<file path="src/rtl/archPkg.sv">
package archPkg;

        typedef logic [15:0] word_t;
        typedef logic [3:0] regNum_t;

        localparam int regCount = 10;

        // Architectural register numbers
        localparam regNum_t regR0 = 4'd0;
        localparam regNum_t regR1 = 4'd1;
        localparam regNum_t regR2 = 4'd2;
        localparam regNum_t regR3 = 4'd3;
        localparam regNum_t regR4 = 4'd4;
        localparam regNum_t regR5 = 4'd5;
        localparam regNum_t regR6 = 4'd6;
        localparam regNum_t regR7 = 4'd7;
        localparam regNum_t regPc = 4'd8;
        localparam regNum_t regSp = 4'd9;

        typedef struct packed {
                regNum_t src1;
                regNum_t src2;
                logic [7:0] spare;      // Unused by operand fetch
        } regForm_t;

        typedef struct packed {
                regNum_t src1;
                logic signed [11:0] imm;
        } immForm_t;

        // src1 sits in the top nibble in both forms
        typedef union packed {
                regForm_t regForm;
                immForm_t immForm;
        } instrWord_u;

endpackage

</file>
<file path="src/rtl/pipePkg.sv">
package pipePkg;

        // Issue stage to operand fetch
        typedef struct packed {
                logic isImm;
                archPkg::instrWord_u instr;
        } issueReq_t;

        // In-flight result from an older pipeline stage
        typedef struct packed {
                logic writes;
                archPkg::regNum_t dst;
                archPkg::word_t value;
        } pendWrite_t;

        typedef struct packed {
                logic valid;
                archPkg::regNum_t dst;
                archPkg::word_t value;
        } retireWrite_t;

        // Operand fetch to execute stage
        typedef struct packed {
                archPkg::word_t opA;
                archPkg::word_t opB;
                logic fwdA;             // opA came from an in-flight result
                logic fwdB;
        } operandBundle_t;

endpackage

</file>
<file path="src/rtl/issueIn.sv">
module issueIn (
        input  logic clk,
        input  logic rstN,
        input  logic issueReq,
        input  pipePkg::issueReq_t issueData,
        output logic issueAck,
        input  logic busy,
        output logic take,
        output pipePkg::issueReq_t item
);
        import pipePkg::*;

        typedef enum logic [1:0] {
                stIdle,
                stHold,
                stWaitLow
        } ackState_t;

        ackState_t state;
        logic slotFull;
        issueReq_t slot;
        logic capture;

        // Ack side and slot side run independently
        assign capture = (state == stIdle) && issueReq && !slotFull;
        assign take = slotFull && !busy;
        assign item = slot;
        assign issueAck = (state == stWaitLow);

        always_ff @(posedge clk)
        begin
                if (!rstN)
                begin
                        state <= stIdle;
                        slotFull <= 1'b0;
                end
                else
                begin
                        case (state)
                                stIdle:
                                begin
                                        if (capture)
                                                state <= stHold;
                                end
                                stHold: state <= stWaitLow;     // Ack rises next cycle
                                stWaitLow:
                                begin
                                        if (!issueReq)
                                                state <= stIdle;
                                end
                                default: state <= stIdle;
                        endcase

                        if (capture)
                                slotFull <= 1'b1;
                        else if (take)
                                slotFull <= 1'b0;
                end
        end

        always_ff @(posedge clk)
        begin
                if (capture)
                        slot <= issueData;
        end

endmodule

</file>
<file path="src/rtl/regFile.sv">
module regFile (
        input  logic clk,
        input  logic rstN,
        input  pipePkg::retireWrite_t retire,
        input  archPkg::regNum_t rdNumA,
        input  archPkg::regNum_t rdNumB,
        output archPkg::word_t rdValA,
        output archPkg::word_t rdValB
);
        import archPkg::*;
        import pipePkg::*;

        word_t regs [regCount];
        logic wrHit;

        assign wrHit = retire.valid && (retire.dst < regCount);

        always_ff @(posedge clk)
        begin
                if (!rstN)
                begin
                        for (int i = 0; i < regCount; i++)
                                regs[i] <= '0;
                end
                else if (wrHit)
                begin
                        regs[retire.dst] <= retire.value;
                end
        end

        // Same-cycle retire passes straight through
        function automatic word_t readPort(regNum_t num);
                if (num >= regCount)
                        return '0;      // Out of range reads as zero
                if (wrHit && (retire.dst == num))
                        return retire.value;
                return regs[num];
        endfunction

        always_comb
        begin
                rdValA = readPort(rdNumA);
                rdValB = readPort(rdNumB);
        end

endmodule

</file>
<file path="src/rtl/operandForward.sv">
module operandForward (
        input  logic clk,
        input  logic rstN,
        input  logic take,
        input  pipePkg::issueReq_t item,
        input  pipePkg::pendWrite_t pendOld,
        input  pipePkg::pendWrite_t pendNew,
        input  logic fwdEnable,
        output archPkg::regNum_t rdNumA,
        output archPkg::regNum_t rdNumB,
        input  archPkg::word_t rdValA,
        input  archPkg::word_t rdValB,
        input  logic full,
        output logic busy,
        output logic load,
        output pipePkg::operandBundle_t bundle
);
        import archPkg::*;
        import pipePkg::*;

        word_t immExt;
        logic newA;
        logic oldA;
        logic newB;
        logic oldB;
        operandBundle_t nextBundle;

        function automatic logic hits(pendWrite_t p, regNum_t num);
                return p.writes && (p.dst == num);
        endfunction

        // Decode the instruction word
        assign rdNumA = item.instr.regForm.src1;        // Same nibble in both forms
        assign rdNumB = item.instr.regForm.src2;
        assign immExt = {{4{item.instr.immForm.imm[11]}}, item.instr.immForm.imm};

        assign newA = fwdEnable && hits(pendNew, rdNumA);
        assign oldA = fwdEnable && hits(pendOld, rdNumA);
        assign newB = fwdEnable && hits(pendNew, rdNumB);
        assign oldB = fwdEnable && hits(pendOld, rdNumB);

        // Younger result wins, then older, then register file
        always_comb
        begin
                nextBundle.opA = newA ? pendNew.value : (oldA ? pendOld.value : rdValA);
                nextBundle.fwdA = newA || oldA;

                if (item.isImm)
                begin
                        nextBundle.opB = immExt;
                        nextBundle.fwdB = 1'b0;         // Immediate is never forwarded
                end
                else
                begin
                        nextBundle.opB = newB ? pendNew.value
                                              : (oldB ? pendOld.value : rdValB);
                        nextBundle.fwdB = newB || oldB;
                end
        end

        always_ff @(posedge clk)
        begin
                if (!rstN)
                        load <= 1'b0;
                else
                        load <= take;
        end

        always_ff @(posedge clk)
        begin
                if (take)
                        bundle <= nextBundle;
        end

        assign busy = full;

endmodule

</file>
<file path="src/rtl/operandOut.sv">
module operandOut (
        input  logic clk,
        input  logic rstN,
        input  logic load,
        input  pipePkg::operandBundle_t bundle,
        output logic full,
        output logic opReq,
        output pipePkg::operandBundle_t opData,
        input  logic opAck
);
        import pipePkg::*;

        operandBundle_t hold;

        always_ff @(posedge clk)
        begin
                if (!rstN)
                begin
                        full <= 1'b0;
                        opReq <= 1'b0;
                end
                else
                begin
                        if (load)
                        begin
                                full <= 1'b1;
                                opReq <= 1'b1;
                        end
                        else if (opReq && opAck)
                        begin
                                opReq <= 1'b0;
                        end
                        else if (full && !opReq && !opAck)
                        begin
                                full <= 1'b0;   // Handshake back to idle
                        end
                end
        end

        // Stays stable until the slot frees up
        always_ff @(posedge clk)
        begin
                if (load)
                        hold <= bundle;
        end

        assign opData = hold;

endmodule

</file>
<file path="src/rtl/operandFetchTop.sv">
module operandFetchTop (
        input  logic clk,
        input  logic rstN,
        input  logic issueReq,
        input  pipePkg::issueReq_t issueData,
        output logic issueAck,
        input  pipePkg::pendWrite_t pendOld,
        input  pipePkg::pendWrite_t pendNew,
        input  logic fwdEnable,
        input  pipePkg::retireWrite_t retire,
        output logic opReq,
        output pipePkg::operandBundle_t opData,
        input  logic opAck
);
        import archPkg::*;
        import pipePkg::*;

        logic take;
        logic busy;
        logic load;
        logic full;
        issueReq_t item;
        operandBundle_t bundle;
        regNum_t rdNumA;
        regNum_t rdNumB;
        word_t rdValA;
        word_t rdValB;

        issueIn u_issueIn (
                .clk       (clk),
                .rstN      (rstN),
                .issueReq  (issueReq),
                .issueData (issueData),
                .issueAck  (issueAck),
                .busy      (busy),
                .take      (take),
                .item      (item)
        );

        regFile u_regFile (
                .clk    (clk),
                .rstN   (rstN),
                .retire (retire),
                .rdNumA (rdNumA),
                .rdNumB (rdNumB),
                .rdValA (rdValA),
                .rdValB (rdValB)
        );

        operandForward u_operandForward (
                .clk       (clk),
                .rstN      (rstN),
                .take      (take),
                .item      (item),
                .pendOld   (pendOld),
                .pendNew   (pendNew),
                .fwdEnable (fwdEnable),
                .rdNumA    (rdNumA),
                .rdNumB    (rdNumB),
                .rdValA    (rdValA),
                .rdValB    (rdValB),
                .full      (full),
                .busy      (busy),
                .load      (load),
                .bundle    (bundle)
        );

        operandOut u_operandOut (
                .clk    (clk),
                .rstN   (rstN),
                .load   (load),
                .bundle (bundle),
                .full   (full),
                .opReq  (opReq),
                .opData (opData),
                .opAck  (opAck)
        );

endmodule

</file>
<file path="config.mk">
export PLATFORM = sky130hd
export DESIGN_NAME = operandFetchTop
export DESIGN_NICKNAME = d
export VERILOG_FILES = /design/src/rtl/archPkg.sv /design/src/rtl/pipePkg.sv /design/src/rtl/issueIn.sv /design/src/rtl/regFile.sv /design/src/rtl/operandForward.sv /design/src/rtl/operandOut.sv /design/src/rtl/operandFetchTop.sv
export SDC_FILE = /design/constraint.sdc
export NUM_CORES = 1
export LEC_CHECK = 0
export BUFFER_PORTS_ARGS = -buffer_cell sky130_fd_sc_hd__buf_2
export CORE_ASPECT_RATIO = 0.8
export CORE_MARGIN = 4
export CORE_UTILIZATION = 40
export DETAILED_ROUTE_END_ITERATION = 10
export PLACE_DENSITY_LB_ADDON = 0.08
export SETUP_SLACK_MARGIN = 0.3
export SYNTH_ARGS = -nofsm -noshare
export SYNTH_HDL_FRONTEND = slang
export SYNTH_HIERARCHICAL = 1
export SYNTH_SLANG_ARGS = --single-unit
export TNS_END_PERCENT = 30
</file>
<file path="constraint.sdc">
create_clock -name clk -period 2.6 [get_ports clk]
set_input_delay 0.13 -clock clk [delete_from_list [all_inputs] [get_ports clk]]
set_output_delay 0.13 -clock clk [all_outputs]
set_load 0.05 [all_outputs]
</file>
# == Word-level counts from Yosys, hierarchy flattened ==
# Memory sizes are Yosys's and may differ from the RTL's. A register that Yosys moved wholly into a read port is not among the register bits.
# Cells that the tools add are included.
# op_classes
n_lt_le_gt_ge,3
eq_ne,11
mux,38
n_reduce_logical,30
# op_table
operator,count
16-bit 2-to-1 mux,14
4-bit == test,6
1-bit 2-to-1 mux,18
1-bit logical AND,17
16-bit OR reduction,1
4-bit 2-to-1 mux,3
4-bit >= comparator (second input constant),2
2-bit one-hot mux with 3 select lines,1
2-bit nonzero test,3
1-bit logical NOT,4
4-bit < comparator (second input constant),1
2-bit 2-to-1 mux,2
2-bit != test (second input constant),2
2-bit AND reduction,2
2-bit by 1-bit == test with 1-bit output (second input constant),1
2-bit == test (second input constant),1
2-bit logical NOT,1
1-bit logical OR,2
2-bit by 1-bit != test with 1-bit output (second input constant),1
# word_totals
regBits,91
ramBits,160
input_bits,85
output_inout_bits,36
n_memories,1
# mem_list
name,words,width,read_ports,rd_ports_with_merged_regs,wr,line_no,text
u_regFile.regs,10,16,2,2,10,regFile.sv:13,word_t regs [regCount];

# == Depth between registers and ports, before layout ==
# Gate-level depths: netlist of run 1.
# depth
ltp_word,10
ltp_mapped,10
depth_no_buf,6

# == By module ==
# The synthesis of run 1 kept the hierarchy.
# modules_own_cells
module,instances,cells_per_inst,area_per_inst_um2
regFile,1,755,9009.9
operandForward,1,189,2109.5
operandOut,1,41,1088.5
issueIn,1,29,648.1

# == Least setup slack after synthesis of run 1 ==
# Ideal clock, no wire load.
# synth_path
kind,register -> register
startpoint,reg u_issueIn.slot (netlist bit u_issueIn/item[10])
endpoint,"reg, netlist name u_operandForward/bundle[13]"
setup_time_ns,0.261
arrival_time_ns,2.405
setup_slack_ns,-0.066
stages_incl_launch_ff,10
n_path_buf,3
cell_sequence,edfxtp_1 buf_4 buf_2 xor2_1 nor4_4 nand2_4 buf_6 mux2_4 mux2_2 a221o_1
# synth_lines
element,line_no,text
from (decl),issueIn.sv:21,issueReq_t slot;
from (signal assigned),issueIn.sv:64,slot <= issueData;

==> summary.txt, run 1 <==
Routing
  – Drt wl/cell: 25.9 um
  – Drt drc: 0
  – Vias per Instance: 5.67
  – Iteration-0 DRC Markers: 938
  – Post-route ant nets: 0
  – Vias: 9381
  – First-pass DRT Iterations: 5
  – Routed wire length: 42.9 mm

Power and ir drop
  – Tot Pwr: just over 0.01 W
  – Leak Pwr: 6.11 nW
  – Switch Pwr: 0.00268 W
  – Sequential share of power: between 40% and 50%
  – Pwr dens: 651 mW/mm2
  – Clock network fraction of design power: roughly 37%
  – Switching share of total power: a little over a quarter
  – Comb pwr share: 15.8%
  – Pint: 0.00757 W
  – Worst VDD drop: around 0.55 mV

Floorplanning
  – Die Span X: around 210 um
  – Rows: 58
  – Full die area: 0.0351 mm2
  – Ports: 121
  – Core area: approximately 0.032 mm2
  – Starting Density: approximately two fifths
  – Die Y: 168 um

Clock tree
  – Worst-skew pair later-pin latency: 0.57 ns
  – CTS max path bufs: 3
  – Worst-path clk slew: 0.06 ns
  – CTS buffer count: 28
  – Htree depth: 1
  – Clock sink count: 251
  – CTS root buf: clkbuf_16
  – CTS tree: built

STA
  – Final slew viol count: 0
  – Maximum clock frequency: about 410 MHz
  – Worst Clk Skew: between 0.02 and 0.03 ns
  – Post-layout min period: 2.46 ns
  – Final worst path period share: 94.6%
  – Count of final setup violators: 0
  – Tightest Pin Transition: just over 0.7 ns
  – Headroom to the max-slew limit: 52.2%
  – Unrepaired setup endpoints after global routing: yes
  – Final hold viol count: 0

Synth
  – Cell area after synthesis: about 0.013 mm2
  – Synth top area share: 57.2%
  – Ys async rst share: 0%
  – Syn avg cell area: 12.7 um2
  – #FFs+latches synth: 251
  – Synth Instances: 1014
  – Sequential fraction of the synthesis area: 58.2%
  – Leading area contributor after synthesis: edfxtp_1
  – Post-synth EDFFs: around 250
  – Syn. warnings: 6
  – Synth area leaders: edfxtp_1 57%, mux2i_1 7.3%, nor2_1 5.2%
  – Dominant synthesized flop cell: edfxtp_1
  – Count of cell types in the netlist: 47
  – Syn_nets: 1099

Placed design
  – Number of port buffers: 120
  – Post-DP Area: roughly 0.014 mm2
  – Routability cong.: a little over 0.8
  – DP Wirelength: 29.6 mm

Global routing
  – Met3 Use GR: 4.30%
  – Largest net degree at the start of global routing: 38
  – Gr busiest metal: met2
  – Global routing usage on met1: approximately a third
  – Grt total ovfl: 0
  – Tot GR Track Use: 24.1%
  – Initial antenna violation count: 0
  – Vias in the first global route: 9492
  – M2 GR Usage: 37.8%
  – First-pass GRT wire length: 63.2 mm

Run status
  – Status: complete, no violations

Critical path
  – Worst Path Required: a little under 3 ns
  – Startpoint types: register
  – WP data arrival: 2.78 ns
  – CP Max Fanout: 12
  – Worst Setup End Kind: register
  – Crit path kind: register to register

Cells and area
  – Design area: 0.0157 mm2
  – Layout cell share with drive strength beyond 1: 27.1%
  – Area delta synth->final: 22.5%
  – Final #Nets: 1299
  – Diode count: 0

Job
  – Max-cap violations: 0

Hold path
  – HP Class: input port to register
==> state kept, by name, indices dropped and copies added, names as in the netlist <==
name                     cells
u_issueIn/slotFull           1
u_regFile/regs             160
u_operandForward/load        1
u_issueIn/item              17
u_issueIn/state              2
u_operandOut/full            1
u_operandOut/opReq           1
u_operandForward/bundle     34
u_operandOut/opData         34
==> cell families after synthesis <==
kind of cell / synth area share, %
AO/OA/AOI/OAI: 8.68
flip-flops: 58.2
buffers and inverters: 4.18
XOR/XNOR: 1.64
multiplexers: 16.8
AND/OR/NAND/NOR: 10.5
==> area by class of cell <==
cell class                 count  area (um2)
sequential                   251        7480
clock inverter                16         136
fill                        2851       15800
tap                          420         526
inverter                      29         109
multi-input combinational    652        4880
timing repair buffer         252        1890
clock buffer                  34         723
==> per-stage QoR <==
stage | cells | utilization, % | TNS (ns) | worst slack, ns | hold slack [ns]
2_1_floorplan | 1014 | - | -0.124 | -0.0414 | 0.229
3_3_place_gp | 1548 | 45.1 | 0 | 0.0164 | 0.308
3_5_place_dp | 1548 | 45.1 | 0 | 0.00538 | 0.309
4_1_cts | 1654 | 49.8 | 0 | 0.163 | 0.0127
5_1_grt | 1654 | 49.9 | 0 | 0.0779 | 0.0306
6_report | 1654 | 49.9 | 0 | 0.140 | 0.0430
==> per-layer routing <==
metal | routed length, um | up-vias
li1 | - | 4215
met1 | 19600 | 4752
met2 | 19500 | 354
met3 | 2780 | 60
met4 | 1030 | 0
met5 | 0 | -
==> worst max-delay path, cell delays in order, from the launching register on <==
cell and delay (ns):
edfxtp_1 0.40, buf_12 0.18, mux4_2 0.50, nand2b_1 0.14, and3_1 0.19, mux2_4 0.27
mux2_2 0.26, a221o_1 0.29
==> Yosys cell counts, types with 16 or more instances <==
| cell type | count |
|---|---|
| a21oi_1 | 21 |
| mux4_2 | 26 |
| buf_2 | 24 |
| mux2_2 | 42 |
| nand2_1 | 36 |
| a22oi_1 | 22 |
| inv_1 | 29 |
| mux2i_1 | 94 |
| clkbuf_1 | 36 |
| nor2_1 | 177 |
| buf_4 | 16 |
| xor2_1 | 16 |
| edfxtp_1 | 245 |
| a221oi_1 | 25 |
| o21ai_0 | 43 |
==> cell usage in the layout, fill, tap and decap left out, drive strengths merged, types with 5 or more instances in the layout <==
cell type | synthesis | routed
nand2b | 15 | 15
a221oi | 25 | 25
nor2b | 10 | 10
a21oi | 21 | 21
dlygate4sd3 | 0 | 47
inv | 29 | 29
and2 | 6 | 6
edfxtp | 245 | 245
a22oi | 22 | 22
o22ai | 9 | 9
nand3 | 7 | 7
mux2 | 53 | 53
o221ai | 7 | 7
clkinv | 0 | 14
mux2i | 94 | 94
xor2 | 16 | 16
o21ai | 45 | 45
a221o | 5 | 5
mux4 | 26 | 26
clkbuf | 36 | 34
xnor2 | 8 | 8
nor3 | 16 | 16
nand4 | 7 | 7
nand2 | 37 | 37
buf | 46 | 204
nor2 | 177 | 177
dfxtp | 6 | 6
and3 | 13 | 13
a22o | 14 | 14
==> power groups by stage <==
stage                     Sequential, W  Clock, W  Combinational [W]
final                           0.00482   0.00381            0.00162
after floorplan                 0.00492         0           0.000901
after global routing            0.00484   0.00408            0.00172
after CTS                       0.00481   0.00389            0.00161
after detailed placement        0.00490         0            0.00151
after global placement          0.00489         0            0.00151
==> final timing paths <==
path / startpoint / to / slack (ns) / cells past startpoint
max: u_issueIn/item[8] / u_operandForward/bundle[13] / 0.14 / 7
min: pendOld[15] / u_operandForward/bundle[17] / 0.04 / 3
max reg2reg: u_issueIn/item[8] / u_operandForward/bundle[13] / 0.14 / 7
min reg2reg: u_operandForward/bundle[12] / u_operandOut/opData[12] / 0.41 / 0
==> timing repair <==
| action | in CTS | in global routing |
|---|---|---|
| gates resized for setup | 8 | 7 |
| pin swaps | 1 | 0 |
| hold buffers | 47 | 0 |
| buffers inserted | 8 | 0 |
| gates cloned | 1 | 0 |
| hold endpoints to repair | 42 | 0 |
| endpoints found under the setup margin | 18 | 32 |
No activity file was read; power rests on OpenSTA's default activity.
==> inputs of run 2 (changes only) <==
--- a/config.mk
+++ b/config.mk
@@ -11,7 +11,7 @@
 export CORE_UTILIZATION = 40
 export DETAILED_ROUTE_END_ITERATION = 10
 export PLACE_DENSITY_LB_ADDON = 0.08
-export SETUP_SLACK_MARGIN = 0.3
+export SETUP_SLACK_MARGIN = 0.4
 export SYNTH_ARGS = -nofsm -noshare
 export SYNTH_HDL_FRONTEND = slang
 export SYNTH_HIERARCHICAL = 1
==> run 2 against run 1 <==
  * Flip-flop and latch count unchanged
  * Design area unchanged
  * Wire length about the same
  * First-iteration DRC count decreased by 6.8%
  * Worst hold slack got worse by 0.0051 ns
  * Via count unchanged
  * Power about the same
  * Sequential power about the same
  * Largest power group unchanged
==> summary.txt, run 2 (synthesis results as in run 1) <==
Placed design
  – Post-DP Area: 0.0142 mm2 (unchanged)
  – Placement Setup Slack: 0.00538 ns (unchanged)
  – DP Wirelength: 29.6 mm (unchanged)
  – Routability cong.: 0.823 (unchanged)
  – DP Cell Count: 1548 (unchanged)
  – Number of port buffers: 120 (unchanged)

Global routing
  – First-pass GRT wire length: 63.2 mm (about the same)
  – Vias in the first global route: 9494 (+0.021%)
  – Largest net degree at the start of global routing: 38 (unchanged)
  – Initial antenna violation count: 0 (unchanged)
  – Tot GR Track Use: 24.1% (unchanged)
  – Grt total ovfl: 0 (unchanged)

STA
  – Unrepaired setup endpoints after global routing: yes
  – TNS Setup: 0 ns (unchanged)
  – Post-layout min period: 2.46 ns (+0.00233 ns)
  – Final slew viol count: 0 (unchanged)
  – Count of final setup violators: 0 (unchanged)
  – Maximum clock frequency: 406 MHz (about the same)
  – Tightest Pin Transition: 0.723 ns (+0.00703 ns)
  – Final worst setup slack: 0.137 ns (-0.00233 ns)
  – Headroom to the max-slew limit: 51.8% (-0.47 points)
  – Final worst path period share: 94.7% (about the same)
  – Worst Clk Skew: 0.0278 ns (+0.000550 ns)
  – Final hold viol count: 0 (unchanged)

Clock tree
  – CTS tree: built
  – Worst-skew pair later-pin latency: 0.57 ns (about the same)
  – CTS buffer count: 28 (unchanged)
  – Clock sink count: 251 (unchanged)
  – Worst-path clk slew: 0.06 ns (about the same)
  – CTS root buf: clkbuf_16
  – Htree depth: 1 (unchanged)
  – CTS max path bufs: 3 (unchanged)

Critical path
  – Worst Setup End Kind: register
  – Worst r2r src: u_issueIn/item[8]
  – WP data arrival: 2.78 ns (about the same)
  – Startpoint types: register
  – Worst Path Required: 2.92 ns (about the same)
  – CP Max Fanout: 7 (-5)
  – Critical Path Start: u_issueIn/item[8]
  – Crit path kind: register to register

Floorplanning
  – Ports: 121 (unchanged)
  – Full die area: 0.0351 mm2 (unchanged)
  – Core area: 0.0316 mm2 (unchanged)
  – Starting Density: 40.7% (unchanged)
  – Die Y: 168 um (unchanged)
  – Rows: 58 (unchanged)
  – Die Span X: 208 um (unchanged)

Cells and area
  – Final #Nets: 1299 (unchanged)
  – Area of the multi-input gates: 0.00488 mm2 (unchanged)
  – Commonest non-fill, non-tap cell in the layout: edfxtp_1
  – Register Area: 0.00748 mm2 (unchanged)
  – Commonest non-fill, non-tap cells in the layout: 245 x edfxtp_1, 177 x nor2_1, 120 x buf_2, 94 x mux2i_1, 69 x buf_4
  – Max reg flops: 160 (unchanged)
  – Area delta synth->final: 22.5% (unchanged)
  – Post-Layout Cell Count: 1654 (unchanged)
  – Largest Register: u_regFile/regs
  – Layout fillers: 2851 (unchanged)
  – Design area: 0.0157 mm2 (unchanged)
  – Diode count: 0 (unchanged)
  – Layout cell share with drive strength beyond 1: 27.1% (unchanged)

Run status
  – Status: complete, no violations

Routing
  – Vias per Instance: 5.67 (unchanged)
  – First-pass DRT Iterations: 5 (unchanged)
  – WL met3: 3.05 mm (+9.5%)
  – WL met1: 19.3 mm (-1.2%)
  – Vias: 9381 (unchanged)
  – Drt wl/cell: 25.9 um (about the same)
  – Top Metal Used: met4
  – Post-route ant nets: 0 (unchanged)
  – Iteration-0 DRC Markers: 874 (-6.8%)
  – Drt drc: 0 (unchanged)
  – Routed wire length: 42.9 mm (about the same)
  – Metal2 WL: 19.6 mm (about the same)

Hold path
  – HP Class: input port to register
  – HP Start: pendOld[15]

Power and ir drop
  – Clock network fraction of design power: 37.2% (about the same)
  – Tot Pwr: 0.0103 W (about the same)
  – Leak Pwr: 6.11 nW (unchanged)
  – Comb pwr share: 15.8% (about the same)
  – Switching share of total power: 26.1% (about the same)
  – Sequential share of power: 47.0% (about the same)
  – Switch Pwr: 0.00268 W (about the same)
  – Pwr dens: 651 mW/mm2 (about the same)
  – Pint: 0.00757 W (about the same)
  – Worst VDD drop: 0.548 mV (about the same)

Job
  – Max-cap violations: 0 (unchanged)
-- run 2: cell counts in the layout (fill, tap and decap cells not counted) --
No cell type changed its count.
-- run 2: worst paths after layout --
path                                  to  slack, ns  depth (start not counted)
max          u_operandForward/bundle[14]       0.14                          8
min          u_operandForward/bundle[17]       0.04                          3
max reg2reg  u_operandForward/bundle[14]       0.14                          8
min reg2reg      u_operandOut/opData[12]       0.40                          0
-- run 2: layout make-up --
| cell class | count | area share (%) |
|---|---|---|
| multi-input combinational | 652 | 31.0 |
| timing repair buffer | 252 | 12.0 |
| clock inverter | 16 | 0.866 |
| inverter | 29 | 0.691 |
| clock buffer | 34 | 4.59 |
| sequential | 251 | 47.5 |
| tap | 420 | 3.34 |
-- run 2: critical path, stage by stage (launching register included) --
cell	delay, ns
edfxtp_1	0.43
buf_4	0.17
xor2_1	0.17
nor4_4	0.33
buf_12	0.18
nand2_8	0.07
mux2_4	0.32
mux2_2	0.26
a221o_1	0.29
-- run 2: metal layers --
layer  up-vias  track usage [%]
met5         -                0
met4         0             5.71
met3        63             4.30
met2       357             37.8
met1      4753             35.1
li1       4208                -
-- run 2: what timing repair did --
item | in CTS | in global routing
hold endpoints to repair | 42 | 0
resized for setup | 8 | 7
hold buffers | 47 | 0
endpoints found under the setup margin | 32 | 32
setup buffers | 8 | 0
pin swaps | 1 | 0
gates cloned | 1 | 0
-- run 2: power groups by stage --
stage / Clock, W / Sequential (W) / Combinational [W]
2_1_floorplan: 0 / 0.00492 / 0.000901
3_3_place_gp: 0 / 0.00489 / 0.00151
3_5_place_dp: 0 / 0.00490 / 0.00151
4_1_cts: 0.00389 / 0.00481 / 0.00161
5_1_grt: 0.00408 / 0.00484 / 0.00172
6_report: 0.00381 / 0.00482 / 0.00162
-- run 2: metrics by stage --
step	utilization [%]	hold WS [ns]
2_1_floorplan	-	0.229
3_3_place_gp	45.1	0.308
3_5_place_dp	45.1	0.309
4_1_cts	49.8	0.0127
5_1_grt	49.9	0.0306
6_report	49.9	0.0379
